[config.mk]
export PLATFORM = sky130hd
export DESIGN_NAME = limn_core
export DESIGN_NICKNAME = d
export VERILOG_FILES = /design/src/logic/limn_pkg.sv /design/src/logic/core_sequencer.sv /design/src/logic/exec_unit.sv /design/src/logic/inst_decode.sv /design/src/logic/limn_core.sv /design/src/logic/reg_file.sv
export SDC_FILE = /design/constraint.sdc
export NUM_CORES = 2
export LEC_CHECK = 0
export BUFFER_PORTS_ARGS = -buffer_cell sky130_fd_sc_hd__buf_2
export CAP_MARGIN = 10
export CORE_MARGIN = 10
export CORE_UTILIZATION = 30
export CTS_BUF_LIST = sky130_fd_sc_hd__clkbuf_8
export DETAILED_ROUTE_END_ITERATION = 7
export PLACE_DENSITY_LB_ADDON = 0.12
export SYNTH_ARGS = -nofsm -noshare
export SYNTH_HDL_FRONTEND = slang
export SYNTH_SLANG_ARGS = --single-unit
[constraint.sdc]
create_clock -name clk -period 8.6 [get_ports clk]
set_input_delay 0.43 -clock clk [delete_from_list [all_inputs] [get_ports clk]]
set_output_delay 0.43 -clock clk [all_outputs]
set_load 0.005 [all_outputs]
[src/logic/limn_pkg.sv]
package limn_pkg;

    ////////////////////////////////////////////////////////////////////////////
    // Widths
    ////////////////////////////////////////////////////////////////////////////
    typedef logic [31:0] word_t;    // Data, address and instruction word
    typedef logic [4:0]  reg_idx_t; // Register number
    typedef logic [15:0] imm16_t;
    typedef logic [20:0] imm21_t;   // Branch offset in words
    typedef logic [28:0] imm29_t;   // JAL target in words
    typedef logic [2:0]  alu_op_t;  // Opcode bits 5:3 of the immediate group
    typedef logic [5:0]  opcode_t;  // Low six opcode bits

    localparam int       NUM_REGS = 32;
    localparam word_t    RESET_PC = 32'hFFFE_0000;
    localparam word_t    TRAP_VEC = 32'hFFFE_1000; // Invalid opcode, misaligned access
    localparam reg_idx_t REG_LR   = 5'd31;

    // Branch opcodes
    localparam opcode_t OPC_BEQ = 6'b111101;
    localparam opcode_t OPC_BNE = 6'b110101;
    localparam opcode_t OPC_BLT = 6'b101101;

    localparam logic [1:0] TSZ_LONG = 2'b01; // Size field of a 32-bit MOV

    // Immediate ALU group, 0 is LUI
    localparam alu_op_t ALU_LUI   = 3'd0;
    localparam alu_op_t ALU_ORI   = 3'd1;
    localparam alu_op_t ALU_XORI  = 3'd2;
    localparam alu_op_t ALU_ANDI  = 3'd3;
    localparam alu_op_t ALU_SLTIS = 3'd4;
    localparam alu_op_t ALU_SLTI  = 3'd5;
    localparam alu_op_t ALU_SUBI  = 3'd6;
    localparam alu_op_t ALU_ADDI  = 3'd7;

    ////////////////////////////////////////////////////////////////////////////
    // Types shared between decode, execute and sequencer
    ////////////////////////////////////////////////////////////////////////////
    typedef enum logic [2:0] {NOP, ALU_IMM, LOAD, STORE, BRANCH, JAL, INVALID} inst_class_t;
    typedef enum logic [1:0] {FETCH, EXECUTE, READ, WRITE} core_state_t;
    typedef enum logic [1:0] {BR_EQ, BR_NE, BR_LT} br_kind_t;

    typedef struct packed {
        inst_class_t cls;
        alu_op_t     alu_op;
        reg_idx_t    rd;      // Writeback target, r31 for JAL
        reg_idx_t    ra;      // Base or compared register
        reg_idx_t    rb;      // Store data register
        imm16_t      imm16;
        imm21_t      imm21;
        imm29_t      imm29;
        logic [4:0]  imm5;    // Immediate store value
        br_kind_t    br_kind;
        logic        link;    // JAL writes r31
        logic        st_imm;  // Store imm5 instead of rb
    } decoded_t;

    typedef struct packed {
        word_t wb_val;
        logic  wb_en;
        logic  taken;    // Branch or JAL redirect
        word_t next_pc;
        word_t mem_addr;
        word_t st_data;
        logic  trap;
    } exec_result_t;

endpackage

[src/logic/core_sequencer.sv]
`timescale 1ns/1ps

module core_sequencer
    import limn_pkg::*;
(
    input  logic         clk,
    input  logic         rst,
    input  decoded_t     dec,
    input  exec_result_t res,
    input  word_t        data_in,
    input  logic         rdy,
    output word_t        pc,
    output logic         wr_en,
    output reg_idx_t     wr_idx,
    output word_t        wr_data,
    output word_t        addr,
    output word_t        data_out,
    output logic         we,
    output logic         ce
);

    core_state_t state;
    reg_idx_t    ld_idx; // Load target, held through READ

    ////////////////////////////////////////////////////////////////////////////
    // Bus FSM
    ////////////////////////////////////////////////////////////////////////////
    always_ff @(posedge clk) begin
        if (rst) begin
            state <= FETCH;
            pc    <= RESET_PC;
            addr  <= RESET_PC; // First fetch goes out right after reset
            ce    <= 1'b1;
            we    <= 1'b0;
        end else begin
            case (state)
                FETCH: begin
                    if (rdy) begin // Instruction now on data_in
                        state <= EXECUTE;
                        ce    <= 1'b0;
                    end
                end
                EXECUTE: begin
                    pc <= res.next_pc; // PC+4 for loads and stores
                    ce <= 1'b1;
                    if (!res.trap && dec.cls == LOAD) begin
                        state <= READ;
                        addr  <= res.mem_addr;
                    end else if (!res.trap && dec.cls == STORE) begin
                        state <= WRITE;
                        addr  <= res.mem_addr;
                        we    <= 1'b1;
                    end else begin
                        state <= FETCH; // ALU, branch, JAL, NOP, trap
                        addr  <= res.next_pc;
                    end
                end
                READ, WRITE: begin
                    if (rdy) begin // Transfer done, fetch next
                        state <= FETCH;
                        we    <= 1'b0;
                        addr  <= pc;
                    end
                end
                default: state <= FETCH;
            endcase
        end
    end

    // Payload captured in EXECUTE, stable for the whole transfer
    always_ff @(posedge clk) begin
        if (state == EXECUTE) begin
            data_out <= res.st_data;
            ld_idx   <= dec.rd;
        end
    end

    ////////////////////////////////////////////////////////////////////////////
    // Writeback
    ////////////////////////////////////////////////////////////////////////////
    always_comb begin
        if (state == READ) begin
            wr_en   = rdy;      // Load data valid with rdy
            wr_idx  = ld_idx;
            wr_data = data_in;
        end else begin
            wr_en   = (state == EXECUTE) && res.wb_en;
            wr_idx  = dec.rd;
            wr_data = res.wb_val;
        end
    end

    // Write strobe only during the store transfer
    a_we_in_write: assert property (@(posedge clk) disable iff (rst)
        we |-> state == WRITE);

    // Misaligned targets must have trapped in execute
    a_addr_aligned: assert property (@(posedge clk) disable iff (rst)
        ce |-> addr[1:0] == 2'b00);

endmodule

[src/logic/exec_unit.sv]
`timescale 1ns/1ps

module exec_unit
    import limn_pkg::*;
(
    input  decoded_t     dec,
    input  word_t        ra_val,
    input  word_t        rb_val,
    input  word_t        pc,
    output exec_result_t res
);

    word_t imm_ext;
    word_t alu_val;
    word_t pc_inc;
    word_t br_target;
    word_t jal_target;
    logic  br_cond;

    assign imm_ext    = {16'b0, dec.imm16}; // Zero-extended ALU operand
    assign pc_inc     = pc + 32'd4;
    assign br_target  = pc + {{9{dec.imm21[20]}}, dec.imm21, 2'b00};
    assign jal_target = {pc[31], dec.imm29, 2'b00}; // Stays in the same half

    always_comb begin
        case (dec.alu_op)
            ALU_LUI:   alu_val = ra_val | {dec.imm16, 16'b0};
            ALU_ORI:   alu_val = ra_val | imm_ext;
            ALU_XORI:  alu_val = ra_val ^ imm_ext;
            ALU_ANDI:  alu_val = ra_val & imm_ext;
            ALU_SLTIS: alu_val = {31'b0, $signed(ra_val) < $signed(imm_ext)};
            ALU_SLTI:  alu_val = {31'b0, ra_val < imm_ext};
            ALU_SUBI:  alu_val = ra_val - imm_ext;
            default:   alu_val = ra_val + imm_ext; // ADDI
        endcase
    end

    always_comb begin
        case (dec.br_kind)
            BR_EQ:   br_cond = (ra_val == '0);
            BR_NE:   br_cond = (ra_val != '0);
            default: br_cond = ra_val[31]; // BLT, sign of ra
        endcase
    end

    always_comb begin
        res          = '0;
        res.mem_addr = ra_val + {14'b0, dec.imm16, 2'b00}; // Long size scales by 4
        res.st_data  = dec.st_imm ? {27'b0, dec.imm5} : rb_val;
        res.next_pc  = pc_inc;
        case (dec.cls)
            NOP: res.next_pc = pc;
            ALU_IMM: begin
                res.wb_val = alu_val;
                res.wb_en  = 1'b1;
            end
            BRANCH: begin
                res.taken = br_cond;
                if (br_cond) res.next_pc = br_target;
            end
            JAL: begin
                res.taken   = 1'b1;
                res.next_pc = jal_target;
                res.wb_val  = pc_inc; // Link value
                res.wb_en   = dec.link;
            end
            LOAD, STORE: res.trap = (res.mem_addr[1:0] != 2'b00);
            default: res.trap = 1'b1;
        endcase
        if (res.trap) begin // No writeback, redirect to vector
            res.wb_en   = 1'b0;
            res.next_pc = TRAP_VEC;
        end
    end

endmodule

[src/logic/inst_decode.sv]
`timescale 1ns/1ps

module inst_decode
    import limn_pkg::*;
(
    input  word_t    inst,
    output decoded_t dec
);

    opcode_t    opc;
    logic [1:0] tsz;

    assign opc = inst[5:0];
    assign tsz = inst[4:3]; // Transfer size of the simple MOV forms

    ////////////////////////////////////////////////////////////////////////////
    // Field split and classification
    ////////////////////////////////////////////////////////////////////////////
    always_comb begin
        dec         = '0;
        dec.cls     = INVALID;
        dec.alu_op  = inst[5:3];
        dec.rd      = inst[10:6];
        dec.ra      = inst[15:11]; // ALU and load source
        dec.rb      = inst[15:11];
        dec.imm16   = inst[31:16];
        dec.imm21   = inst[31:11];
        dec.imm29   = inst[31:3];
        dec.imm5    = inst[15:11];
        dec.br_kind = BR_EQ;

        casez (opc)
            6'b000000: dec.cls = NOP; // Internal no-op, PC holds
            OPC_BEQ, OPC_BNE, OPC_BLT: begin
                dec.cls = BRANCH;
                dec.ra  = inst[10:6]; // Tested register sits in the rd slot
                if (opc == OPC_BNE) begin
                    dec.br_kind = BR_NE;
                end else if (opc == OPC_BLT) begin
                    dec.br_kind = BR_LT;
                end
            end
            6'b???11?: begin
                dec.cls  = JAL;
                dec.rd   = REG_LR;
                dec.link = inst[0];
            end
            6'b???100: dec.cls = ALU_IMM;
            6'b1??011: begin // MOV rd,[ra+imm16]
                if (tsz == TSZ_LONG) dec.cls = LOAD; // Sub-word loads trap
            end
            6'b???010: begin // MOV [ra+imm16],rb or imm5
                dec.ra     = inst[10:6];
                dec.st_imm = ~inst[5];
                if (tsz == TSZ_LONG) dec.cls = STORE;
            end
            default: dec.cls = INVALID; // JALR, priv group, reg ALU and the rest
        endcase
    end

endmodule

[src/logic/limn_core.sv]
`timescale 1ns/1ps

module limn_core
    import limn_pkg::*;
(
    input  logic  clk,
    input  logic  rst,
    output word_t addr,
    output word_t data_out,
    input  word_t data_in,
    input  logic  rdy,
    output logic  we,
    output logic  ce
);

    decoded_t     dec;
    exec_result_t res;
    word_t        ra_val;
    word_t        rb_val;
    word_t        pc;
    logic         wr_en;
    reg_idx_t     wr_idx;
    word_t        wr_data;

    // Instruction word is held on data_in through EXECUTE
    inst_decode i_decode (.inst(data_in), .dec(dec));

    reg_file i_regs (
        .clk(clk), .ra_idx(dec.ra), .rb_idx(dec.rb), .wr_idx(wr_idx),
        .ra_val(ra_val), .rb_val(rb_val), .wr_en(wr_en), .wr_data(wr_data)
    );

    exec_unit i_exec (.dec(dec), .ra_val(ra_val), .rb_val(rb_val), .pc(pc), .res(res));

    core_sequencer i_seq (
        .clk(clk), .rst(rst), .dec(dec), .res(res), .data_in(data_in), .rdy(rdy),
        .pc(pc), .wr_en(wr_en), .wr_idx(wr_idx), .wr_data(wr_data),
        .addr(addr), .data_out(data_out), .we(we), .ce(ce)
    );

endmodule

[src/logic/reg_file.sv]
`timescale 1ns/1ps

module reg_file
    import limn_pkg::*;
(
    input  logic     clk,
    input  reg_idx_t ra_idx,
    input  reg_idx_t rb_idx,
    input  reg_idx_t wr_idx,
    output word_t    ra_val,
    output word_t    rb_val,
    input  logic     wr_en,
    input  word_t    wr_data
);

    word_t regs [1:NUM_REGS-1]; // r0 has no storage

    always_ff @(posedge clk) begin
        if (wr_en && wr_idx != '0) begin
            regs[wr_idx] <= wr_data;
        end
    end

    // Combinational read with r0 forced to zero
    assign ra_val = (ra_idx == '0) ? '0 : regs[ra_idx];
    assign rb_val = (rb_idx == '0) ? '0 : regs[rb_idx];

    // Last write reads back on port a and r0 stays zero
    a_wr_readback: assert property (@(posedge clk)
        wr_en ##1 (ra_idx == $past(wr_idx)) |->
            ra_val == (($past(wr_idx) == '0) ? '0 : $past(wr_data)));

endmodule

## After elaboration in Yosys (flattened, before gate mapping)

Memories as Yosys holds them, arrays and structs flattened.
Index checks and enable logic that the tools add are counted.

| storage, ports and cells | value |
|---|---|
| flip-flop bits (word level) | 105 |
| RAM bits | 992 |
| input bits | 35 |
| output and inout port bits | 66 |
| logic and storage cells | 116 |
| memories kept | 1 |

| cells by class | value |
|---|---|
| $add $sub $neg | 5 |
| magnitude comparators | 2 |
| equal/unequal tests | 27 |
| muxes and demuxes | 40 |
| bitwise operators | 5 |
| reduce and logical (&&, ||, !) cells | 28 |

Memory list:

| memory | words | bits a word | read ports | clocked after Yosys merged registers in | wr ports | line | RTL |
|---|---|---|---|---|---|---|---|
| i_regs.regs | 31 | 32 | 2 | 0 | 1 | reg_file.sv:16 | `word_t regs [1:NUM_REGS-1];` |

Operator list:

| kind | count |
|---|---|
| two-way mux 32 bit | 7 |
| one-hot mux 32 bit (7 select lines) | 1 |
| one-hot mux 32 bit (3 select lines) | 1 |
| one-hot mux 33 bit (2 select lines) | 1 |
| one-hot mux 32 bit (2 select lines) | 1 |
| adder 32 x 16 -> 32 bit | 1 |
| adder 32 x 18 -> 32 bit | 1 |
| adder 32 x 3 -> 32 bit, second input constant | 1 |
| adder 32 bit | 1 |
| AND 32 x 16 -> 32 bit | 1 |
| zero test 32 bit | 1 |
| < comparator 32 x 16 -> 1 bit | 1 |
| < comparator 32 x 17 -> 1 bit | 1 |
| OR 32 x 16 -> 32 bit | 1 |
| OR 32 bit | 1 |
| nonzero test 32 bit | 1 |
| subtractor 32 x 16 -> 32 bit | 1 |
| XOR 32 x 16 -> 32 bit | 1 |
| two-way mux 5 bit | 5 |
| equality test 3 bit, second input constant | 6 |
| equality test 6 bit, second input constant | 3 |
| one-hot mux 3 bit (6 select lines) | 1 |
| equality test 3 x 2 -> 1 bit, second input constant | 5 |
| two-way mux 2 bit | 7 |
| 24 further kinds | 56 |

## Depth between registers and ports, before layout

| depth | value |
|---|---|
| word-level depth | 14 |
| gate-level depth with buffers | 33 |
| depth with buffers taken out | 26 |

## Cells and area by module

Synthesis repeated with hierarchy kept, for this count alone.

| unflattened totals | value |
|---|---|
| cell total of the unflattened synthesis | 4,508 |
| area total of the unflattened synthesis | 60,778.3 um2 |

Modules (own cells, without submodules):

| module | instances | cells an instance | area each (um2) | sequential area each (um2) |
|---|---|---|---|---|
| reg_file | 1 | 2,593 | 46,489.6 | 29,788.6 |
| exec_unit | 1 | 1,333 | 8,489.4 | 0.0 |
| core_sequencer | 1 | 469 | 4,937.2 | 2,472.4 |
| inst_decode | 1 | 113 | 862.1 | 0.0 |

## Least setup slack after synthesis

OpenSTA, ideal clock, no wires.

| path | value |
|---|---|
| kind | input -> register |
| from | input port data_in[2] |
| to | memory i_regs.regs[10][31] in the netlist's numbering, data pin |
| library setup time | 446 ps |
| arrival | 6,832 ps |
| required time | 8,154 ps |
| slack | 1,322 ps |
| stages on the path | 30 |
| path buffers | 8 |
| cell sequence | buf_2 nor4bb_1 a21oi_1 buf_2 nand2_2 buf_6 buf_6 buf_6 buf_2 buf_2 nand2_1 a311oi_1 a31oi_1 a211oi_1 a21oi_1 ha_1 clkbuf_1 inv_1 a21oi_1 o21bai_1 a221o_1 a31oi_1 a2111o_1 a21oi_1 o41ai_1 nand4_1 nor4_1 xnor2_1 a21oi_1 o21ai_0 |

| on the way | value |
|---|---|
| longest elaborated chain between the ends | 9 |
| elaborated cells on any way between the ends | 26 |
| those cells by class | 2 x add/sub; 9 x eq/ne; 6 x mux; 4 x bitwise; 4 x reduce/logical; 1 x memory |

RTL lines:

| item | line | RTL |
|---|---|---|
| start, declared | limn_core.sv:10 | `input word_t data_in,` |
| equality test 6 bit or equality test 3 x 2 -> 1 bit (tied branches) | inst_decode.sv:32 | `casez (opc)` |
| OR reduction 4 bit (no source line) | n/a |  |
| two-way mux 5 bit | inst_decode.sv:32 |  |
| memory read (31 x 32 bit) or zero test 5 bit (tied branches) | n/a |  |
| two-way mux 32 bit | reg_file.sv:25 | `assign ra_val = (ra_idx == '0) ? '0 : regs[ra_idx];` |
| adder 32 x 16 -> 32 bit, or another cell as far along | exec_unit.sv:34 | `default: alu_val = ra_val + imm_ext;` |
| one-hot mux 32 bit (7 select lines) | exec_unit.sv:26 | `case (dec.alu_op)` |
| one-hot mux 33 bit (2 select lines) * | exec_unit.sv:51 | `case (dec.cls)` |
| two-way mux 32 bit * | core_sequencer.sv:82 | `if (state == READ) begin` |
| named net i_regs.wr_data[31] | reg_file.sv:13 | `input word_t wr_data` |
| end, declared | reg_file.sv:16 |  |

Mark *: on every way through the listed nets, which the timed path passes. The rest lies on a longest branch.

## Worst setup path in the final report

| path | value |
|---|---|
| from | input port data_in[1] |
| to | memory i_regs.regs[18][20] in the netlist's numbering, data pin |

Same word-level chain as after synthesis.

==> flow_summary_export.csv <==
group,metric,value,unit
setup_path,worstPathRequired,9.27,ns
grt,first_global_vias,46500,
sta,drv_slew,0,
synth,ys_seq_area_share,53.6,%
clock_tree,h-tree-depth,4,
floorplan,die_area,219000,sq um
cells_and_area,fin_cells,7939,
clock_tree,cts.sinks,1097,
placement,dpl_worst_slack,0.783,ns
clock_tree,postCtsSetupRepairBufs,0,
flow_run,cap_violations,0,
cells_and_area,fillCellCount,19500,
clock_tree,clk_latency,1.05,ns
cells_and_area,final_net_count,5252,
drt,ant_nets,0,
sta,period_share,81.7,%
grt,grt-ovfl-total,0,
cells_and_area,postLayoutCoreUtil,34.6,%
synth,synth_area_leaders,"edfxtp_1 (51%), mux4_2 (11%), nand2_1 (3.5%), mux2i_1 (2.7%), dfxtp_1 (2.3%)",
synth,synth_cell_types,100,
sta,fmax,142,MHz
floorplan,placement_rows,164,
sta,timing.final.hold_violations,0,
placement,place_congestion,0.960,
floorplan,fp.dieH,468,um
sta,period_needed,7.02,ns
grt,grtUsageMet2,39.0,%
floorplan,die_w,468,um
min_path,hp-class,"input port to flop",
cells_and_area,layout-drive-gt1-share,19.5,%
synth,syn_area,60200,sq um
grt,grt_pass1_wl,387,mm
clock_tree,cts_tree,"built",
drt,drt_first_pass_iters,6,
synth,async_flop_share,0,%
synth,synth_simple_gate_area_share,11.1,%
placement,dp_hpwl,174,mm
clock_tree,numCtsBuffers,195,
grt,grt_use_met1,33.7,%
pwr,powerDensity,194,nW/um^2
synth,synth_compound_area_share,13.8,%
synth,synth_nets,5123,
synth,synth_top_family_by_area,"multiplexers",
synth,synth_top_area_share,51.3,%
setup_path,critPathMaxFanout,31,
synth,yosysWarnings,0,
drt,drtIter0Drc,5634,
synth,synth.avg_cell_area,12.1,sq um
floorplan,initial_core_util,30.2,%
floorplan,boundaryPins,101,
pwr,vdd_drop_max,0.175,mV
synth,synth_ff_type,"edfxtp_1",
sta,finalSetupTns,0,ns
grt,met3_usage,5.09,%
grt,grt_antenna_before_repair,15,
grt,busiest_layer,"met2",
drt,via_per_inst,6.07,
synth,synth_edf_count,1029,
clock_tree,cts.path.max_buffers,3,
clock_tree,path_clk_slew,0.06,ns
synth,synthXorXnorAreaFrac,2.01,%
drt,route.detailed.drc,0,
clock_tree,root_buffer,"clkbuf_8",
placement,dp.cells,7574,
cells_and_area,multi_input_area,26700,sq um
cells_and_area,area_growth_syn_to_layout,14.5,%
drt,wirelength,282,mm
sta,setup_ws,1.58,ns
sta,relSlewSlack,14.4,%
sta,hold_ws,0.0886,ns
drt,vias,48200,
setup_path,end_kind,"flop",
drt,detail_route.wl_per_cell,35.6,um
grt,grt_usage,24.9,%
setup_path,cp.arrival,7.69,ns
synth,synth_area_leader_cell,"edfxtp_1",
synth,synthMuxAreaShare,14.2,%
synth,synth_seq_cells,1097,
sta,tightest_slew,1.28,ns
status,status,"finished, final reports clean",
grt,grt_max_degree,111,
placement,io_buffer_count,100,
setup_path,worstSetupPathType,"input port to flop",
synth,synth_cells,4990,
floorplan,core_area,200000,sq um
sta,clock_skew,0.0859,ns
sta,setup_viol,0,
sta,rsz0062_at_grt,"no",
synth,synth-adder-area-share,2.09,%
pwr,power.static_leakage,23.6,nW
cells_and_area,regArea,32300,sq um
setup_path,cp-start-kind,"input port",
## cell type report
| cell class | count | area share, % |
|---|---|---|
| diodes | 10 | 0.0363 |
| well taps | 2656 | 4.82 |
| multi-input cells | 3412 | 38.7 |
| clock buffers | 197 | 3.93 |
| clock inverters | 154 | 1.63 |
| flip-flops and latches | 1097 | 46.8 |
| repair buffers | 332 | 3.71 |
| inverters | 81 | 0.444 |
## placed cells by master (no fill, tap or decap), types with 147 or more instances in the layout
master    instances
buf_4           209
mux4_2          292
o21ai_0         238
nand3_1         258
clkbuf_8        197
nor2_1          273
mux2i_1         156
nand2_1         557
a211oi_1        147
edfxtp_1       1029
a21oi_1         243
## routing by layer
| metal | part of all wire, % | wire (um) |
|---|---|---|
| met1 | 41 | 117000 |
| met2 | 45 | 128000 |
| met3 | 8.8 | 24800 |
| met4 | 4.5 | 12600 |
| met5 | 0.022 | 63 |
## cell usage after synthesis, drive strengths merged (60+ instances only)
| library cell | n |
|---|---|
| edfxtp | 1029 |
| nand2 | 560 |
| nor2 | 315 |
| mux4 | 292 |
| o21ai | 263 |
| nand3 | 259 |
| a21oi | 251 |
| clkbuf | 214 |
| buf | 186 |
| mux2i | 165 |
| a211oi | 149 |
| and3 | 143 |
| a31oi | 103 |
| ha | 94 |
| xnor2 | 87 |
| inv | 81 |
| dfxtp | 68 |
| nor3 | 60 |
## sequential cells by signal, summed over array words and instances (netlist names)
signal	cells
i_seq.state	2
i_seq.ce	1
i_seq.pc	32
i_seq.we	1
i_seq.addr	32
i_seq.data_out	32
i_regs.regs	992
i_seq.ld_idx	5
## power by group
| group | total, W | internal (W) | switching (W) |
|---|---|---|---|
| Sequential | 0.00591 | 0.00588 | 0.0000269 |
| Clock | 0.00500 | 0.00255 | 0.00244 |
| Combinational | 0.00249 | 0.000806 | 0.00168 |
## path summary, 6_finish.rpt
kind | from | endpoint | slack [ns] | cells past startpoint
worst max-delay path | data_in[1] | i_regs.regs[18][20] | 1.58 | 25
worst min-delay path | data_in[10] | i_seq.ld_idx[4] | 0.09 | 2
worst max register to register | i_regs.regs[12][3] | i_regs.regs[18][20] | 2.58 | 20
worst min register to register | i_seq.ce | i_seq.ce | 0.47 | 2
## cells by family after synthesis
logic type / count (synthesis)
adder cells (fa/ha/maj): 98
flip-flops: 1097
AO/OA/AOI/OAI: 1233
buffers and inverters: 481
XOR/XNOR: 138
AND/OR/NAND/NOR: 1460
multiplexers: 483
## worst max-delay path, stage by stage
cell and delay [ns]:
buf_2 0.29, or3b_1 0.63, o21ai_4 0.28, buf_12 0.25
mux2i_4 0.88, nor2_1 0.19, a221o_1 0.43, o32ai_1 0.89
inv_1 0.15, ha_1 0.40, inv_1 0.13, nor2_1 0.06
o21bai_1 0.11, o41ai_1 0.08, buf_4 0.14, o31ai_1 0.37
a21oi_1 0.13, o21bai_1 0.49, nor2_1 0.19, xor2_1 0.17
o21ai_0 0.17, o21ai_0 0.10, a22oi_1 0.21, o22ai_2 0.09
buf_4 0.31
## timing repair
item                                   CTS  global route
gates resized for setup                  0             0
hold buffers                             3             0
endpoints found under the hold margin    7             0
## through the flow
step                instance area, sq um  total power [W]
detailed placement                 65100          0.00846
global placement                   65000          0.00846
floorplan                          60200          0.00745
CTS                                68900           0.0134
global route                       69000           0.0138
finish                             69000           0.0134
No activity file was read; power rests on OpenSTA's default activity.
